**src/common/pwo_pkg.sv**
```systemverilog
// Modulus, widths, coefficient and word types, opcodes, command and memory request structs
package pwo_pkg;

    // ============================
    // Arithmetic constants
    // ============================
    localparam int COEFF_W = 23;
    localparam int SLOT_W  = 24;
    localparam int LANES   = 4;
    localparam int ADDR_W  = 15;
    localparam int MEM_W   = LANES * SLOT_W;

    localparam logic [COEFF_W-1:0] PWO_Q = 23'd8380417;

    // ============================
    // Data types
    // ============================
    typedef logic [COEFF_W-1:0]   coeff_t;
    typedef logic [2*COEFF_W-1:0] prod_t;

    // Four slots, top bit of each slot stays zero
    typedef logic [MEM_W-1:0]  mem_word_t;
    typedef logic [ADDR_W-1:0] mem_addr_t;

    typedef enum logic [1:0] {
        pwm = 2'd0,
        pwa = 2'd1,
        pws = 2'd2
    } pwo_op_t;

    // ============================
    // Command and memory ports
    // ============================
    typedef struct packed {
        pwo_op_t   op;
        logic      accumulate;
        mem_addr_t base_a;
        mem_addr_t base_b;
        mem_addr_t base_c;
    } pwo_cmd_t;

    typedef struct packed {
        logic      en;
        mem_addr_t addr;
    } mem_req_t;

    typedef struct packed {
        logic      en;
        mem_addr_t addr;
        mem_word_t data;
    } mem_wr_t;

    // Per-word control that follows the data down the pipeline
    typedef struct packed {
        logic      valid;
        pwo_op_t   op;
        logic      accumulate;
        mem_addr_t idx;
    } lane_ctl_t;

endpackage

```
**src/pwo_decode.sv**
```systemverilog
// Command handshake, sequencing FSM, read address generation and per-word control
`timescale 1ns/1ns

module pwo_decode
    import pwo_pkg::*;
#(
    parameter int NUM_WORDS = 64
)
(
    input  logic      clk,
    input  logic      reset_n,
    input  logic      cmd_valid_i,
    input  pwo_cmd_t  cmd_i,
    output logic      cmd_ready_o,
    output mem_req_t  rd_a_o,
    output mem_req_t  rd_b_o,
    output mem_req_t  rd_c_o,
    output lane_ctl_t ctl_o,
    output mem_addr_t base_c_o,
    input  logic      last_i,
    output logic      busy_o
);

    localparam mem_addr_t LAST_IDX = mem_addr_t'(NUM_WORDS - 1);

    typedef enum logic [1:0] {
        IDLE,
        ISSUE,
        DRAIN
    } state_t;

    state_t    state;
    pwo_cmd_t  cmd_q;
    mem_addr_t word_cnt;
    logic      cmd_fire;
    logic      issue;
    logic      use_c;

    assign cmd_ready_o = (state == IDLE);
    assign cmd_fire    = cmd_valid_i && cmd_ready_o;
    assign issue       = (state == ISSUE);
    assign busy_o      = (state != IDLE);

    // Only pwm with accumulate reads the destination
    assign use_c = (cmd_q.op == pwm) && cmd_q.accumulate;

    // ============================
    // Sequencing FSM
    // ============================
    always_ff @(posedge clk) begin
        if (!reset_n) begin
            state    <= IDLE;
            word_cnt <= '0;
        end else begin
            case (state)
                IDLE: begin
                    if (cmd_fire) begin
                        state    <= ISSUE;
                        word_cnt <= '0;
                    end
                end
                ISSUE: begin
                    if (word_cnt == LAST_IDX) begin
                        state <= DRAIN;
                    end else begin
                        word_cnt <= word_cnt + 1'b1;
                    end
                end
                DRAIN: begin
                    // Wait for the last write to leave result
                    if (last_i) begin
                        state <= IDLE;
                    end
                end
                default: state <= IDLE;
            endcase
        end
    end

    // Latched command, held until the next handshake
    always_ff @(posedge clk) begin
        if (!reset_n) begin
            cmd_q <= '0;
        end else if (cmd_fire) begin
            cmd_q <= cmd_i;
        end
    end

    assign base_c_o = cmd_q.base_c;

    // ============================
    // Read requests
    // ============================
    assign rd_a_o = '{en: issue, addr: cmd_q.base_a + word_cnt};
    assign rd_b_o = '{en: issue, addr: cmd_q.base_b + word_cnt};
    assign rd_c_o = '{en: issue && use_c, addr: cmd_q.base_c + word_cnt};

    // Control lines up with the read data one cycle later
    always_ff @(posedge clk) begin
        if (!reset_n) begin
            ctl_o <= '0;
        end else if (issue) begin
            ctl_o <= '{valid: 1'b1, op: cmd_q.op, accumulate: cmd_q.accumulate, idx: word_cnt};
        end else begin
            ctl_o <= '0;
        end
    end

    // Read requests stay inside the polynomial window
    a_rd_in_range: assert property (
        @(posedge clk) disable iff (!reset_n)
        (rd_a_o.en || rd_b_o.en || rd_c_o.en) |-> (word_cnt <= LAST_IDX)
    );

endmodule

```
**config.mk**
```make
export PLATFORM = sky130hd
export DESIGN_NAME = pwo_decode
export DESIGN_NICKNAME = d
export VERILOG_FILES = /design/src/common/pwo_pkg.sv /design/src/pwo_decode.sv
export SDC_FILE = /design/constraint.sdc
export NUM_CORES = 1
export LEC_CHECK = 0
export ABC_CLOCK_PERIOD_IN_PS = 2200
export BUFFER_PORTS_ARGS = -buffer_cell sky130_fd_sc_hd__buf_2
export CAP_MARGIN = 10
export CORE_MARGIN = 10
export CORE_UTILIZATION = 49
export CTS_CLUSTER_DIAMETER = 30
export CTS_CLUSTER_SIZE = 8
export DETAILED_ROUTE_END_ITERATION = 10
export PLACE_DENSITY = 0.81
export SYNTH_ARGS = -nofsm -noshare
export SYNTH_HDL_FRONTEND = slang
export SYNTH_SLANG_ARGS = --single-unit
export TNS_END_PERCENT = 10
```
**constraint.sdc**
```tcl
create_clock -name clk -period 2.2 [get_ports clk]
set_input_delay 0.22 -clock clk [delete_from_list [all_inputs] [get_ports clk]]
set_output_delay 0.22 -clock clk [all_outputs]
set_load 0.02 [all_outputs]
```
* Yosys cells after proc, flatten, opt, wreduce, memory -nomap -nowiden
Index checks and enable logic that the tools add are counted.
** Word-level totals
- Flip-flop bits (word level) :: 84
- Bits of input ports :: 52
- Output and inout bits :: 84
** Cells by class
- $add $sub $neg :: 4
- Eq/ne operators :: 7
- Multiplexer cells :: 8
- Reductions and logical operators :: 10
** Operators by type and width (count)
- 15-bit adder :: 3
- 15-bit 2-to-1 mux :: 2
- 15-bit case mux with 2 select lines :: 1
- 19-bit 2-to-1 mux :: 1
- 15-bit by 1-bit adder with 15-bit output (second input constant) :: 1
- 15-bit by 6-bit == test with 1-bit output (second input constant) :: 1
- 2-bit 2-to-1 mux :: 3
- 2-bit case mux with 3 select lines :: 1
- 3-bit AND reduction :: 2
- 2-bit logical NOT :: 2
- 2-bit by 1-bit inequality test with 1-bit output (second input constant) :: 2
- 2-bit inequality test (second input constant) :: 2
- 2-bit nonzero test :: 2
- 1-bit logical AND :: 3
- 2-bit by 1-bit == test with 1-bit output (second input constant) :: 1
- 2-bit == test (second input constant) :: 1
- 2-bit AND reduction :: 1

* Logic depth before layout (Yosys ltp)
- Depth after elaboration :: 4
- Mapped depth :: 7

* Worst setup path before layout
OpenSTA, ideal clock, no wires.
- Kind :: reg-to-output
- Start point :: reg word_cnt[0]
- End point :: out rd_b_o[12] (netlist bit)
- Arrival :: 2.156 ns
- Data required time :: 1.980 ns
- Slack :: -0.176 ns
- Cell stages (with the launch flop) :: 8
- Cells stage by stage :: dfxtp_1 > ha_1 > fa_1 > a211oi_1 > o211ai_1 > a21oi_1 > o21ai_1 > xnor2_1
** RTL lines
- from (decl) :: RTL line pwo_decode.sv:34 : mem_addr_t word_cnt;
- from (signal assigned) :: RTL line pwo_decode.sv:66 : word_cnt <= word_cnt + 1'b1;
- to (decl) :: RTL line pwo_decode.sv:16 : output mem_req_t rd_b_o,

==> flow_metrics.env <==
export IMPL_grt_max_degree=47
export IMPL_crit_required_ns=1.98
export IMPL_core_area_um2=10800
export IMPL_wl_mm=17.1
export IMPL_routedWlPerCell_um=17.1
export IMPL_path_delay_family="compound AO/OA/AOI/OAI gates"
export IMPL_holdPathStages=3
export IMPL_finish_instance_area_um2=7170
export IMPL_hp_class="in -> reg"
export IMPL_root_buffer="clkbuf_8"
export IMPL_cp_max_fo=4
export IMPL_fill_cells=886
export IMPL_clock_sinks=84
export IMPL_clk_transition_reported_paths_ns=0.09
export IMPL_fp_dieW_um=125
export IMPL_drv_cap=0
export IMPL_dieArea_um2=15600
export IMPL_finalHoldViolations=0
export IMPL_period_minus_slack_ns=2.64
export IMPL_grt_pass1_wl_mm=26.9
export IMPL_dp_final_hpwl_mm=12.6
export IMPL_setup_viol=31
export IMPL_via_count=5576
export IMPL_p_per_area_nw_per_um2=471
export IMPL_path_buf_inv=1
export IMPL_reg2reg_to="word_cnt[6]"
export IMPL_layout_commonest_cell="nand2_1"
export IMPL_dr_pass1_iters=5
export IMPL_final_util=0.664
export IMPL_synth_fp_nets=768
export IMPL_rsz0062_at_grt="yes"
export IMPL_drc_errors=0
export IMPL_start_kind="register"
export IMPL_syn_avg_cell_area_um2=8.05
export IMPL_synth_top_area_cell="dfxtp_1"
export IMPL_grt_use_total=0.204
export IMPL_min_delay_start="cmd_i[1]"
export IMPL_yosys_warnings=0
export IMPL_post_dp_cell_area_um2=6630
export IMPL_r2r_start="word_cnt[1]"
export IMPL_violations="negative setup slack"
export IMPL_cp_end_kind="output pin"
export IMPL_irDropWorstVdd_mv=0.425
export IMPL_ys_seq_area_frac=0.312
export IMPL_overflow=0
export IMPL_gp_congestion=0.900
export IMPL_tritoncts="yes"
export IMPL_dp_slack_ns=-0.214
export IMPL_port_buffers=135
export IMPL_max_freq_ghz=0.379
export IMPL_synthArstFlopShare=0
export IMPL_h_tree_depth=3
export IMPL_synth_cell_types=62
export IMPL_vias_per_cell=5.58
export IMPL_initial_utilization=0.500
export IMPL_drv_slew=0
export IMPL_netlist_area_um2=5400
export IMPL_maxSlewHeadroom=0.693
export IMPL_synth_edf_count=0
export IMPL_max_slew_worst_pin_slew_ns=0.459
export IMPL_final_cell_mix="nand2_1 (125), buf_2 (111), buf_4 (110)"
export IMPL_insertion_delay_ns=0.36
export IMPL_antenna_cells=0
export IMPL_status="finished with violations"
export IMPL_cts_made_buffers=9
export IMPL_path_cells="ha_2 > fa_2 > a21oi_4 > o211ai_1 > a2111oi_1 > nor3_1 > xor2_1 > buf_4"
export IMPL_syn_inst=670
export IMPL_cp_slowest_stage_delay_ns=0.38
export IMPL_grt_pass1_vias=5490
export IMPL_whs_endpoint="base_c_o[1]"
export IMPL_rr_worst_depth=7
export IMPL_dominantRegCellSynth="dfxtp_1"
export IMPL_die_h_um=125
export IMPL_critPathSlowestCell="fa_2"
export IMPL_clock_skew_ns=0.0113
export IMPL_ys_top_cells_by_area="dfxtp_1 (31%), ha_1 (10%), nand2_1 (8.9%)"
export IMPL_area_growth_pct=32.8
export IMPL_reg2reg_slack_ns=0.26
export IMPL_yosysTopAreaCellShare=0.312
export IMPL_cts_buffer_depth=2
export IMPL_leakagePower_uw=0.00350
export IMPL_layout_drive_gt1_share=0.352
export IMPL_worstSetupPathType="reg -> out"
export IMPL_fin_crit_sh=1.20
export IMPL_cp_arrival_ns=2.42
export IMPL_setup_ws_ns=-0.438
export IMPL_ios=136
export IMPL_final_antenna_net_count=0
export IMPL_antenna_found_initial=0
export IMPL_final_nets=953
export IMPL_drt_iter0_drc=369
export IMPL_num_rows=38
export IMPL_cts_hold_buf=0
export IMPL_ys_ff_latch=84
-- synth_stat cells (3+ instances only) --
master / count
nand2_1: 128
dfxtp_1: 84
a21boi_1: 49
a21oi_1: 47
ha_1: 43
nor2_1: 27
and3_1: 22
clkbuf_1: 21
xnor2_1: 21
buf_4: 17
nand3_1: 17
a31oi_1: 14
inv_1: 14
a21o_1: 13
o21ai_0: 13
o21ai_1: 13
nor3_1: 12
xor2_1: 10
a211oi_1: 9
buf_2: 8
nor2b_1: 7
nand4_1: 5
o21a_1: 5
nand2b_1: 4
o211ai_1: 4
a2111oi_0: 3
a41oi_1: 3
and2_1: 3
and4_1: 3
fa_1: 3
mux2i_1: 3
or4_1: 3
-- worst max path at each step --
stage               cells after the start    endpoint  slack, ns         from
floorplan                               7   rd_c_o[8]      -0.16  word_cnt[0]
global route                            8  rd_c_o[12]      -0.54  word_cnt[0]
CTS                                     8  rd_c_o[12]      -0.48  word_cnt[0]
finish                                  8  rd_c_o[12]      -0.44  word_cnt[0]
global placement                        8  rd_b_o[12]      -0.16  word_cnt[0]
detailed placement                      8  rd_b_o[12]      -0.21  word_cnt[0]
-- flip-flops by register name, indices dropped and copies added (netlist names) --
register	count
cmd_q	33
ctl_o	19
base_c_o	15
word_cnt	15
state	2
-- cell families after synthesis --
group	Yosys count	synth area share
simple gates	245	0.215
compound gates	196	0.245
flops	84	0.312
buf+inv	65	0.0617
mux	3	0.00556
fa+ha+maj	46	0.111
xor+xnor	31	0.0503
-- timing repair --
item	CTS	global route
gates cloned	0	0
pin swaps	8	14
buffers inserted	4	2
gates resized for setup	33	54
endpoints found under the setup margin	33	35
-- worst register-to-register path: cells and delay by family (launching register included) --
| kind | cells | cell delay [ns] |
|---|---|---|
| buffers and inverters | 1 | 0.16 |
| and+or+nand+nor | 3 | 0.65 |
| AOI/OAI and AO/OA | 2 | 0.45 |
| DFF | 1 | 0.45 |
| adders and majority gates | 1 | 0.16 |
-- power by group --
group,switching [uW],leakage (uW),internal [uW]
Sequential,49.4,0.000692,1580
Clock,566,0.0000872,462
Combinational,424,0.00272,298
-- layout make-up --
class	count	area (um2)	area share
flip-flops and latches	84	1710	0.238
clock buffers	11	151	0.0211
inverters	15	56.3	0.00786
well taps	140	175	0.0244
clock inverters	4	25.0	0.00349
repair buffers	224	1430	0.200
multi-input cells	521	3620	0.505
-- metal layers --
| layer | GRT usage | vias up | routed length (um) |
|---|---|---|---|
| li1 | - | 2743 | - |
| met1 | 0.244 | 2593 | 7120 |
| met2 | 0.352 | 204 | 8370 |
| met3 | 0.0473 | 36 | 1200 |
| met4 | 0.0678 | 0 | 434 |
| met5 | 0 | - | 0 |
-- through the flow --
stage,TNS (ns),hold WS [ns],total power (uW),std cells
floorplan,-0.467,0.355,2100,670
global placement,-1.47,0.447,2330,978
detailed placement,-2.05,0.454,2340,978
CTS,-8.98,0.0776,3360,997
global route,-11.27,0.0729,3540,999
finish,-8.15,0.0830,3380,999
(Power assumes the default switching activity.)
