## config.mk

```make
export PLATFORM = sky130hd
export DESIGN_NAME = pwo_result
export DESIGN_NICKNAME = d
export VERILOG_FILES = /design/src/common/pwo_pkg.sv /design/src/pwo_result.sv
export SDC_FILE = /design/constraint.sdc
export NUM_CORES = 1
export LEC_CHECK = 0
export ABC_AREA = 1
export ABC_CLOCK_PERIOD_IN_PS = 1300
export BUFFER_PORTS_ARGS = -buffer_cell sky130_fd_sc_hd__buf_4
export CAP_MARGIN = 30
export CORE_MARGIN = 2
export CORE_UTILIZATION = 30
export CTS_CLUSTER_SIZE = 14
export DETAILED_ROUTE_END_ITERATION = 10
export PLACE_DENSITY = 0.66
export SLEW_MARGIN = 20
export SYNTH_ARGS = -nofsm -noshare
export SYNTH_HDL_FRONTEND = slang
export SYNTH_SLANG_ARGS = --single-unit
```

## constraint.sdc

```tcl
create_clock -name clk -period 1.3 [get_ports clk]
set_input_delay 0 -clock clk [delete_from_list [all_inputs] [get_ports clk]]
set_output_delay 0 -clock clk [all_outputs]
set_load 0.01 [all_outputs]
```

## src/common/pwo_pkg.sv

```systemverilog
// Modulus, widths, coefficient and word types, opcodes, command and memory request structs
package pwo_pkg;

    // ============================
    // Arithmetic constants
    // ============================
    localparam int COEFF_W = 23;
    localparam int SLOT_W  = 24;
    localparam int LANES   = 4;
    localparam int ADDR_W  = 15;
    localparam int MEM_W   = LANES * SLOT_W;

    localparam logic [COEFF_W-1:0] PWO_Q = 23'd8380417;

    // ============================
    // Data types
    // ============================
    typedef logic [COEFF_W-1:0]   coeff_t;
    typedef logic [2*COEFF_W-1:0] prod_t;

    // Four slots, top bit of each slot stays zero
    typedef logic [MEM_W-1:0]  mem_word_t;
    typedef logic [ADDR_W-1:0] mem_addr_t;

    typedef enum logic [1:0] {
        pwm = 2'd0,
        pwa = 2'd1,
        pws = 2'd2
    } pwo_op_t;

    // ============================
    // Command and memory ports
    // ============================
    typedef struct packed {
        pwo_op_t   op;
        logic      accumulate;
        mem_addr_t base_a;
        mem_addr_t base_b;
        mem_addr_t base_c;
    } pwo_cmd_t;

    typedef struct packed {
        logic      en;
        mem_addr_t addr;
    } mem_req_t;

    typedef struct packed {
        logic      en;
        mem_addr_t addr;
        mem_word_t data;
    } mem_wr_t;

    // Per-word control that follows the data down the pipeline
    typedef struct packed {
        logic      valid;
        pwo_op_t   op;
        logic      accumulate;
        mem_addr_t idx;
    } lane_ctl_t;

endpackage

```

## src/pwo_result.sv

```systemverilog
// Result packing, destination write register, last-write flag and done pulse
`timescale 1ns/1ns

module pwo_result
    import pwo_pkg::*;
#(
    parameter int NUM_WORDS = 64
)
(
    input  logic               clk,
    input  logic               reset_n,
    input  lane_ctl_t          ctl_i,
    input  coeff_t [LANES-1:0] res_i,
    input  mem_addr_t          base_c_i,
    output mem_wr_t            wr_o,
    output logic               last_o,
    output logic               done_o
);

    localparam mem_addr_t LAST_IDX = mem_addr_t'(NUM_WORDS - 1);

    mem_word_t packed_word;
    logic      wr_en_q;
    mem_addr_t wr_addr_q;
    mem_word_t wr_data_q;

    // Zero-padded 24-bit slots
    always_comb begin
        packed_word = '0;
        for (int k = 0; k < LANES; k++) begin
            packed_word[k*SLOT_W +: COEFF_W] = res_i[k];
        end
    end

    // ============================
    // Write and completion
    // ============================
    always_ff @(posedge clk) begin
        if (!reset_n) begin
            wr_en_q <= 1'b0;
            last_o  <= 1'b0;
            done_o  <= 1'b0;
        end else begin
            wr_en_q <= ctl_i.valid;
            last_o  <= ctl_i.valid && (ctl_i.idx == LAST_IDX);
            // Done follows the last write by one cycle
            done_o  <= last_o;
        end
    end

    always_ff @(posedge clk) begin
        wr_addr_q <= base_c_i + ctl_i.idx;
        wr_data_q <= packed_word;
    end

    assign wr_o = '{en: wr_en_q, addr: wr_addr_q, data: wr_data_q};

    a_done_single: assert property (
        @(posedge clk) disable iff (!reset_n)
        done_o |=> !done_o
    );

endmodule

```

Word level (Yosys, flattened, before mapping)
Index checks and enable logic that the tools add are counted.
{ "word_totals": {"reg_bits": 110, "in_bits": 128, "output_inout_bits": 114, "wordCells": 8} }
{ "op_classes": {"addsub": 1, "eq_ne": 1, "n_reduce_logical": 1} }
{ "ops": {"columns": ["operator", "count"], "rows": [
  ["adder 15 bit", 1],
  ["equality test 15 x 6 -> 1 bit, second input constant", 1],
  ["logical AND 1 bit", 1]
]} }

Depth between registers and ports, before layout
Gate-level depths: netlist of run 1.
{ "depth": {"ltp_word": 2, "ltp_mapped": 10, "depth_no_buf": 10} }

Least setup slack after synthesis of run 1
OpenSTA, ideal clock, no wires.
{ "synth_timing": {"path_type": "input -> register", "from": "in ctl_i[0] (netlist bit)", "to": "reg wr_addr_q[14]", "setup_time_ns": 0.112, "arrival_ns": 1.098, "t_required_ns": 1.188, "slack_ns": 0.090, "cell_stages": 10, "n_path_buf": 0, "path_cell_list": "ha_1 > fa_1 > nand2_2 > nand2_1 > nand3_1 > nand2_2 > nand2_1 > nand2_1 > nand2_1 > nand2_1"} }
{ "synth_between": {"elab_chain_len": 1} }
{ "synth_lines": {"columns": ["item", "line", "source"], "rows": [
  ["start: declaration", "pwo_result.sv:12", "input lane_ctl_t ctl_i,"],
  ["adder 15 bit", "pwo_result.sv:52", "wr_addr_q <= base_c_i + ctl_i.idx;"],
  ["end signal: assignment", "pwo_result.sv:52", null],
  ["end: declaration", "pwo_result.sv:24", "mem_addr_t wr_addr_q;"]
]} }
Every way passes these cells.
A chain may end at the register's enable or synchronous reset.

Worst setup path in the final report of run 1
{ "layout_timing": {"from": "in ctl_i[0] (netlist bit)", "to": "reg wr_addr_q[1]"} }
Same word-level chain as after synthesis.

==> qor.yml, run 1 <==
cp_max_fo: 2
yosysWarningCount: 0
async_flop_share_pct: 0
gr-total-overflow: 0
portBuffers: 234
core_area_um2: 10200
r2r_end: "done_o"
grt_pass1_vias: 3425
r2r_setup_slack_ps: 780
ys_seq_elements: 110
clockRootBuffer: "clkbuf_8"
irDropWorstVdd_mv: 0.613
die_w_um: 106
period_needed_ps: 1030
grt_max_degree: 18
p_leak_uw: 0.00321
grt_first_pass_wirelength_um: 19300
end_kind: "flop"
rr_worst_depth: 2
total_power_uw: 7520
violations: "negative hold slack"
status: "complete, but fails checks"
synth_top_area_share_pct: 70.1
synth_commonest_cells: "dfxtp_1, nand2_1, inv_1, nor2_1, ha_1"
antenna_found_initial: 1
track_usage_pct: 23.3
fin_skew_ps: 0.702
yosysTopAreaCell: "dfxtp_1"
fin_area_um2: 6360
synthFlopType: "dfxtp_1"
min_path_type: "input pin to flop"
clock_sinks: 110
dieArea_um2: 11300
start_kind: "input pin"
criticalPathCategory: "input pin to flop"
seq_area_frac_synth_pct: 70.1
hold_violations: 1
netlist_instances: 284
syn_to_final_growth_pct: 103
fillCellCount: 781
crit_start: "ctl_i[0]"
final_cell_count_no_fill: 780
drive_gt1_share_pct: 40.3
worst_ep_required_time_ps: 1580
synth_area_leaders: "dfxtp_1, nand2_1, ha_1, inv_1, nor2_1"
whs_ps: -29.4
max_cap_viol_count: 0
yosysMostFrequentCell: "dfxtp_1"
place_congestion: 0.795
setup_ws_ps: 268
finalCritPeriodShare_pct: 79.4
slew_violations: 0
clkSlewWorstSetupHoldPaths_ps: 100
cts_tree: "done"
ant_nets: 0
wl_per_cell_um: 16.7
route.detailed.drc: 0
synth_edf_count: 0
routed_wl_um: 13100
worstReg2RegStart: "last_o"
cp.arrival_ps: 1310
htreeDepth: 3
setup_viol: 0
rows: 37
utilization_pct: 62.2
avgSynthCellArea_um2: 11.1
die_h_um: 106
dp.cells: 653
syn_area_um2: 3140
powerDensity_nw_per_um2: 1180
cts_buffers: 9
vias: 3235
place_hpwl_um: 8330
start_util_pct: 30.7
layout.nets: 781
min_from: "ctl_i[2]"
vias_per_cell: 4.15
cts_buffer_depth: 2
dr.first_iter.drc_count: 83
worstSetupEndpoint: "wr_addr_q[1]"
max_freq_ghz: 0.969
drtPass1Iterations: 4
ys_types: 23
cts_resized: 0
rsz0062_at_grt: "no"
clk_latency_ps: 380
ios: 242
post_dp_cell_area_um2: 5050
dpl_worst_slack_ps: -114
## sequential cells by signal (all words and copies together), names as in the netlist
name,flops
wr_data_q,92
wr_addr_q,15
done_o,1
last_o,1
wr_en_q,1
## placed cells by master (no fill, tap or decap)
| cell | netlist | layout |
|---|---|---|
| ha_1 | 14 | 14 |
| bufinv_16 | 0 | 2 |
| a21oi_4 | 1 | 1 |
| a21oi_2 | 1 | 1 |
| clkbuf_1 | 0 | 3 |
| nand2_1 | 64 | 64 |
| xnor2_1 | 2 | 2 |
| nand3_2 | 1 | 1 |
| dfxtp_1 | 110 | 110 |
| nand3_1 | 11 | 11 |
| nor2_1 | 15 | 15 |
| xor2_1 | 6 | 6 |
| nor2_2 | 1 | 1 |
| inv_1 | 29 | 29 |
| fa_1 | 1 | 1 |
| nor3_2 | 2 | 2 |
| clkbuf_8 | 0 | 9 |
| or2_0 | 2 | 2 |
| nand4_1 | 2 | 2 |
| inv_6 | 0 | 2 |
| a21oi_1 | 8 | 8 |
| conb_1 | 1 | 4 |
| nor3_1 | 2 | 2 |
| nand2_2 | 4 | 4 |
| buf_4 | 5 | 235 |
| diode_2 | 0 | 1 |
| dlygate4sd3_1 | 0 | 110 |
| nor4_1 | 1 | 1 |
| inv_2 | 1 | 1 |
## where the power goes
group	switching, uW	internal, uW	leakage (uW)
registers	83.5	3610	0.000927
clock network	1170	1100	0.000106
logic	658	893	0.00218
## final cells by class
type,instances,area (um^2),share of cell area [%]
inverters,30,113,1.77
clock buffers,12,135,2.12
flip-flops and latches,110,2200,34.6
repair buffers,345,2870,45.0
multi-input cells,142,800,12.6
clock inverters,4,77.6,1.22
well taps,136,170,2.67
diodes,1,2.50,0.0393
## per-layer routing
layer	up-vias	routed length (um)	GRT usage, %
met2	145	6760	41.5
met5	-	0	0
met3	26	1080	7.66
li1	1577	-	-
met1	1487	4740	24.5
met4	0	489	11.4
## per-stage QoR
| stage | setup TNS [ps] | hold slack, ps |
|---|---|---|
| floorplan | 0 | 27.7 |
| global placement | -352 | 104 |
| CTS | 0 | 0.193 |
| detailed placement | -449 | 106 |
| global route | 0 | 11.6 |
| finish | 0 | -29.4 |
## cells by family (layout without fill, tap and decap cells)
logic type,Yosys count,after routing,synth area share [%]
other cells,1,5,0.119
fa+ha+maj,15,15,6.22
flops,110,110,70.1
simple gates,105,105,14.5
compound gates,10,10,2.07
xor+xnor,8,8,2.23
buf+inv,35,391,4.78
## worst max-delay path: stages
cell,delay [ps]
buf_4,110
ha_1,210
fa_1,430
dlygate4sd3_1,560
## worst min-delay path by stage
stage | to | cells past startpoint
floorplan | wr_data_q[0] | 0
global placement | wr_data_q[45] | 1
detailed placement | wr_data_q[92] | 1
CTS | wr_addr_q[6] | 3
global route | last_o | 5
finish | last_o | 5
## timing repair
action / CTS / global route
endpoints found under the setup margin: 0 / 2
hold buffers: 111 / 1
hold endpoints to repair: 100 / 1
setup buffers: 0 / 0
Note: power is estimated with default switching activity, not from simulation.
==> run 2, diff against run 1 <==
Settings changed: ABC_CLOCK_PERIOD_IN_PS 1300 to 1050, PLACE_DENSITY 0.66 to default.
Clock period 1.3 ns to 1.05 ns, I/O delays scaled along.
==> qor.yml, run 2 (synthesized netlist as in run 1, its figures left out) <==
diodes: 0
r2r_setup_slack_ps: 520
min_path_type: "input pin to flop"
final_cell_mix: "buf_4, dfxtp_1, dlygate4sd3_1"
finalCritPeriodShare_pct: 98.1
gr-total-overflow: 0
layout.nets: 792
track_usage_pct: 20.9
rows: 37
rr_worst_depth: 2
place_congestion: 0.792
p_leak_uw: 0.00325
fillCellCount: 784
grt_pass1_vias: 3422
worst_ep_required_time_ps: 1360
grt_first_pass_wirelength_um: 17900
rsz0062_at_grt: "no"
ant_nets: 0
whs_ps: 25.8
fin_area_um2: 6420
reg_top3: "wr_data_q (92), wr_addr_q (15)"
worstHoldEndpoint: "last_o"
slew_violations: 0
final_common_cell: "buf_4"
total_power_uw: 8890
vias_per_cell: 4.06
vias: 3205
status: "completed"
grt_max_degree: 20
fin_skew_ps: 1.99
dp.cells: 667
worstReg2RegStart: "last_o"
clock_sinks: 110
routed_wl_um: 11700
core_area_um2: 10200
cp_max_fo: 2
end_kind: "flop"
ios: 242
cts_buffer_depth: 2
hold_violations: 0
cts_tree: "done"
cp.arrival_ps: 1340
start_kind: "input pin"
powerDensity_nw_per_um2: 1380
htreeDepth: 3
criticalPathCategory: "input pin to flop"
setup_viol: 0
clk_latency_ps: 350
hold_depth: 5
post_dp_cell_area_um2: 5170
dieArea_um2: 11300
largest_reg_flops: 92
antenna_found_initial: 0
irDropWorstVdd_mv: 0.738
period_needed_ps: 1030
min_from: "ctl_i[11]"
drive_gt1_share_pct: 42.4
crit_start: "ctl_i[0]"
top_register: "wr_data_q"
route.detailed.drc: 0
place_hpwl_um: 8010
portBuffers: 234
dr.first_iter.drc_count: 93
max_cap_viol_count: 0
start_util_pct: 30.7
cts_setup_buffers: 0
max_freq_ghz: 0.971
final_cell_count_no_fill: 789
syn_to_final_growth_pct: 104
clockRootBuffer: "clkbuf_8"
die_w_um: 106
drtPass1Iterations: 4
cts_resized: 0
cts_buffers: 9
wl_per_cell_um: 14.8
die_h_um: 106
clkSlewWorstSetupHoldPaths_ps: 110
r2r_end: "done_o"
## run 2: area by class of cell
class,instances,area (um^2),area share [%]
Timing Repair Buffer,356,2940,45.8
Sequential cell,110,2200,34.3
Multi-Input combinational cell,142,815,12.7
Tap cell,136,170,2.65
Clock buffer,9,124,1.93
Inverter,30,113,1.75
Clock inverter,6,56.3,0.877
## run 2: metrics by stage
step | worst slack [ps] | setup TNS [ps] | utilization [%]
2_1_floorplan | -44.3 | -84.4 | -
3_3_place_gp | -267 | -1550 | 50.5
3_5_place_dp | -287 | -1790 | 50.5
4_1_cts | 38.5 | 0 | 62.7
5_1_grt | 23.1 | 0 | 62.7
6_report | 19.7 | 0 | 62.7
## run 2: routing by layer
| layer | track usage [%] | vias to the layer above | part of all wire, % |
|---|---|---|---|
| met5 | 0 | - | 0 |
| met4 | 9.30 | 0 | 3.5 |
| met3 | 6.13 | 22 | 7.8 |
| met2 | 37.4 | 129 | 51 |
| met1 | 22.7 | 1452 | 38 |
| li1 | - | 1602 | - |
## run 2: how the worst max path moves through the flow
stage                         end  cells past startpoint
floorplan           wr_addr_q[14]                     10
global placement    wr_addr_q[14]                     11
detailed placement  wr_addr_q[14]                     11
CTS                  wr_addr_q[1]                      4
global route        wr_addr_q[10]                     11
finish               wr_addr_q[1]                      4
## run 2: report_power, final
part | total, uW | internal, uW | switching (uW)
clock | 2370 | 903 | 1470
combinational | 1950 | 1150 | 803
sequential | 4560 | 4470 | 90.8
## run 2: repair_timing
action,in CTS,in global routing
hold buffers,107,0
endpoints found under the hold margin,98,0
endpoints found under the setup margin,0,0
## run 2: critical path, cell delays in order
cell           delay, ps
buf_4                120
ha_4                 160
fa_2                 520
dlygate4sd3_1        540
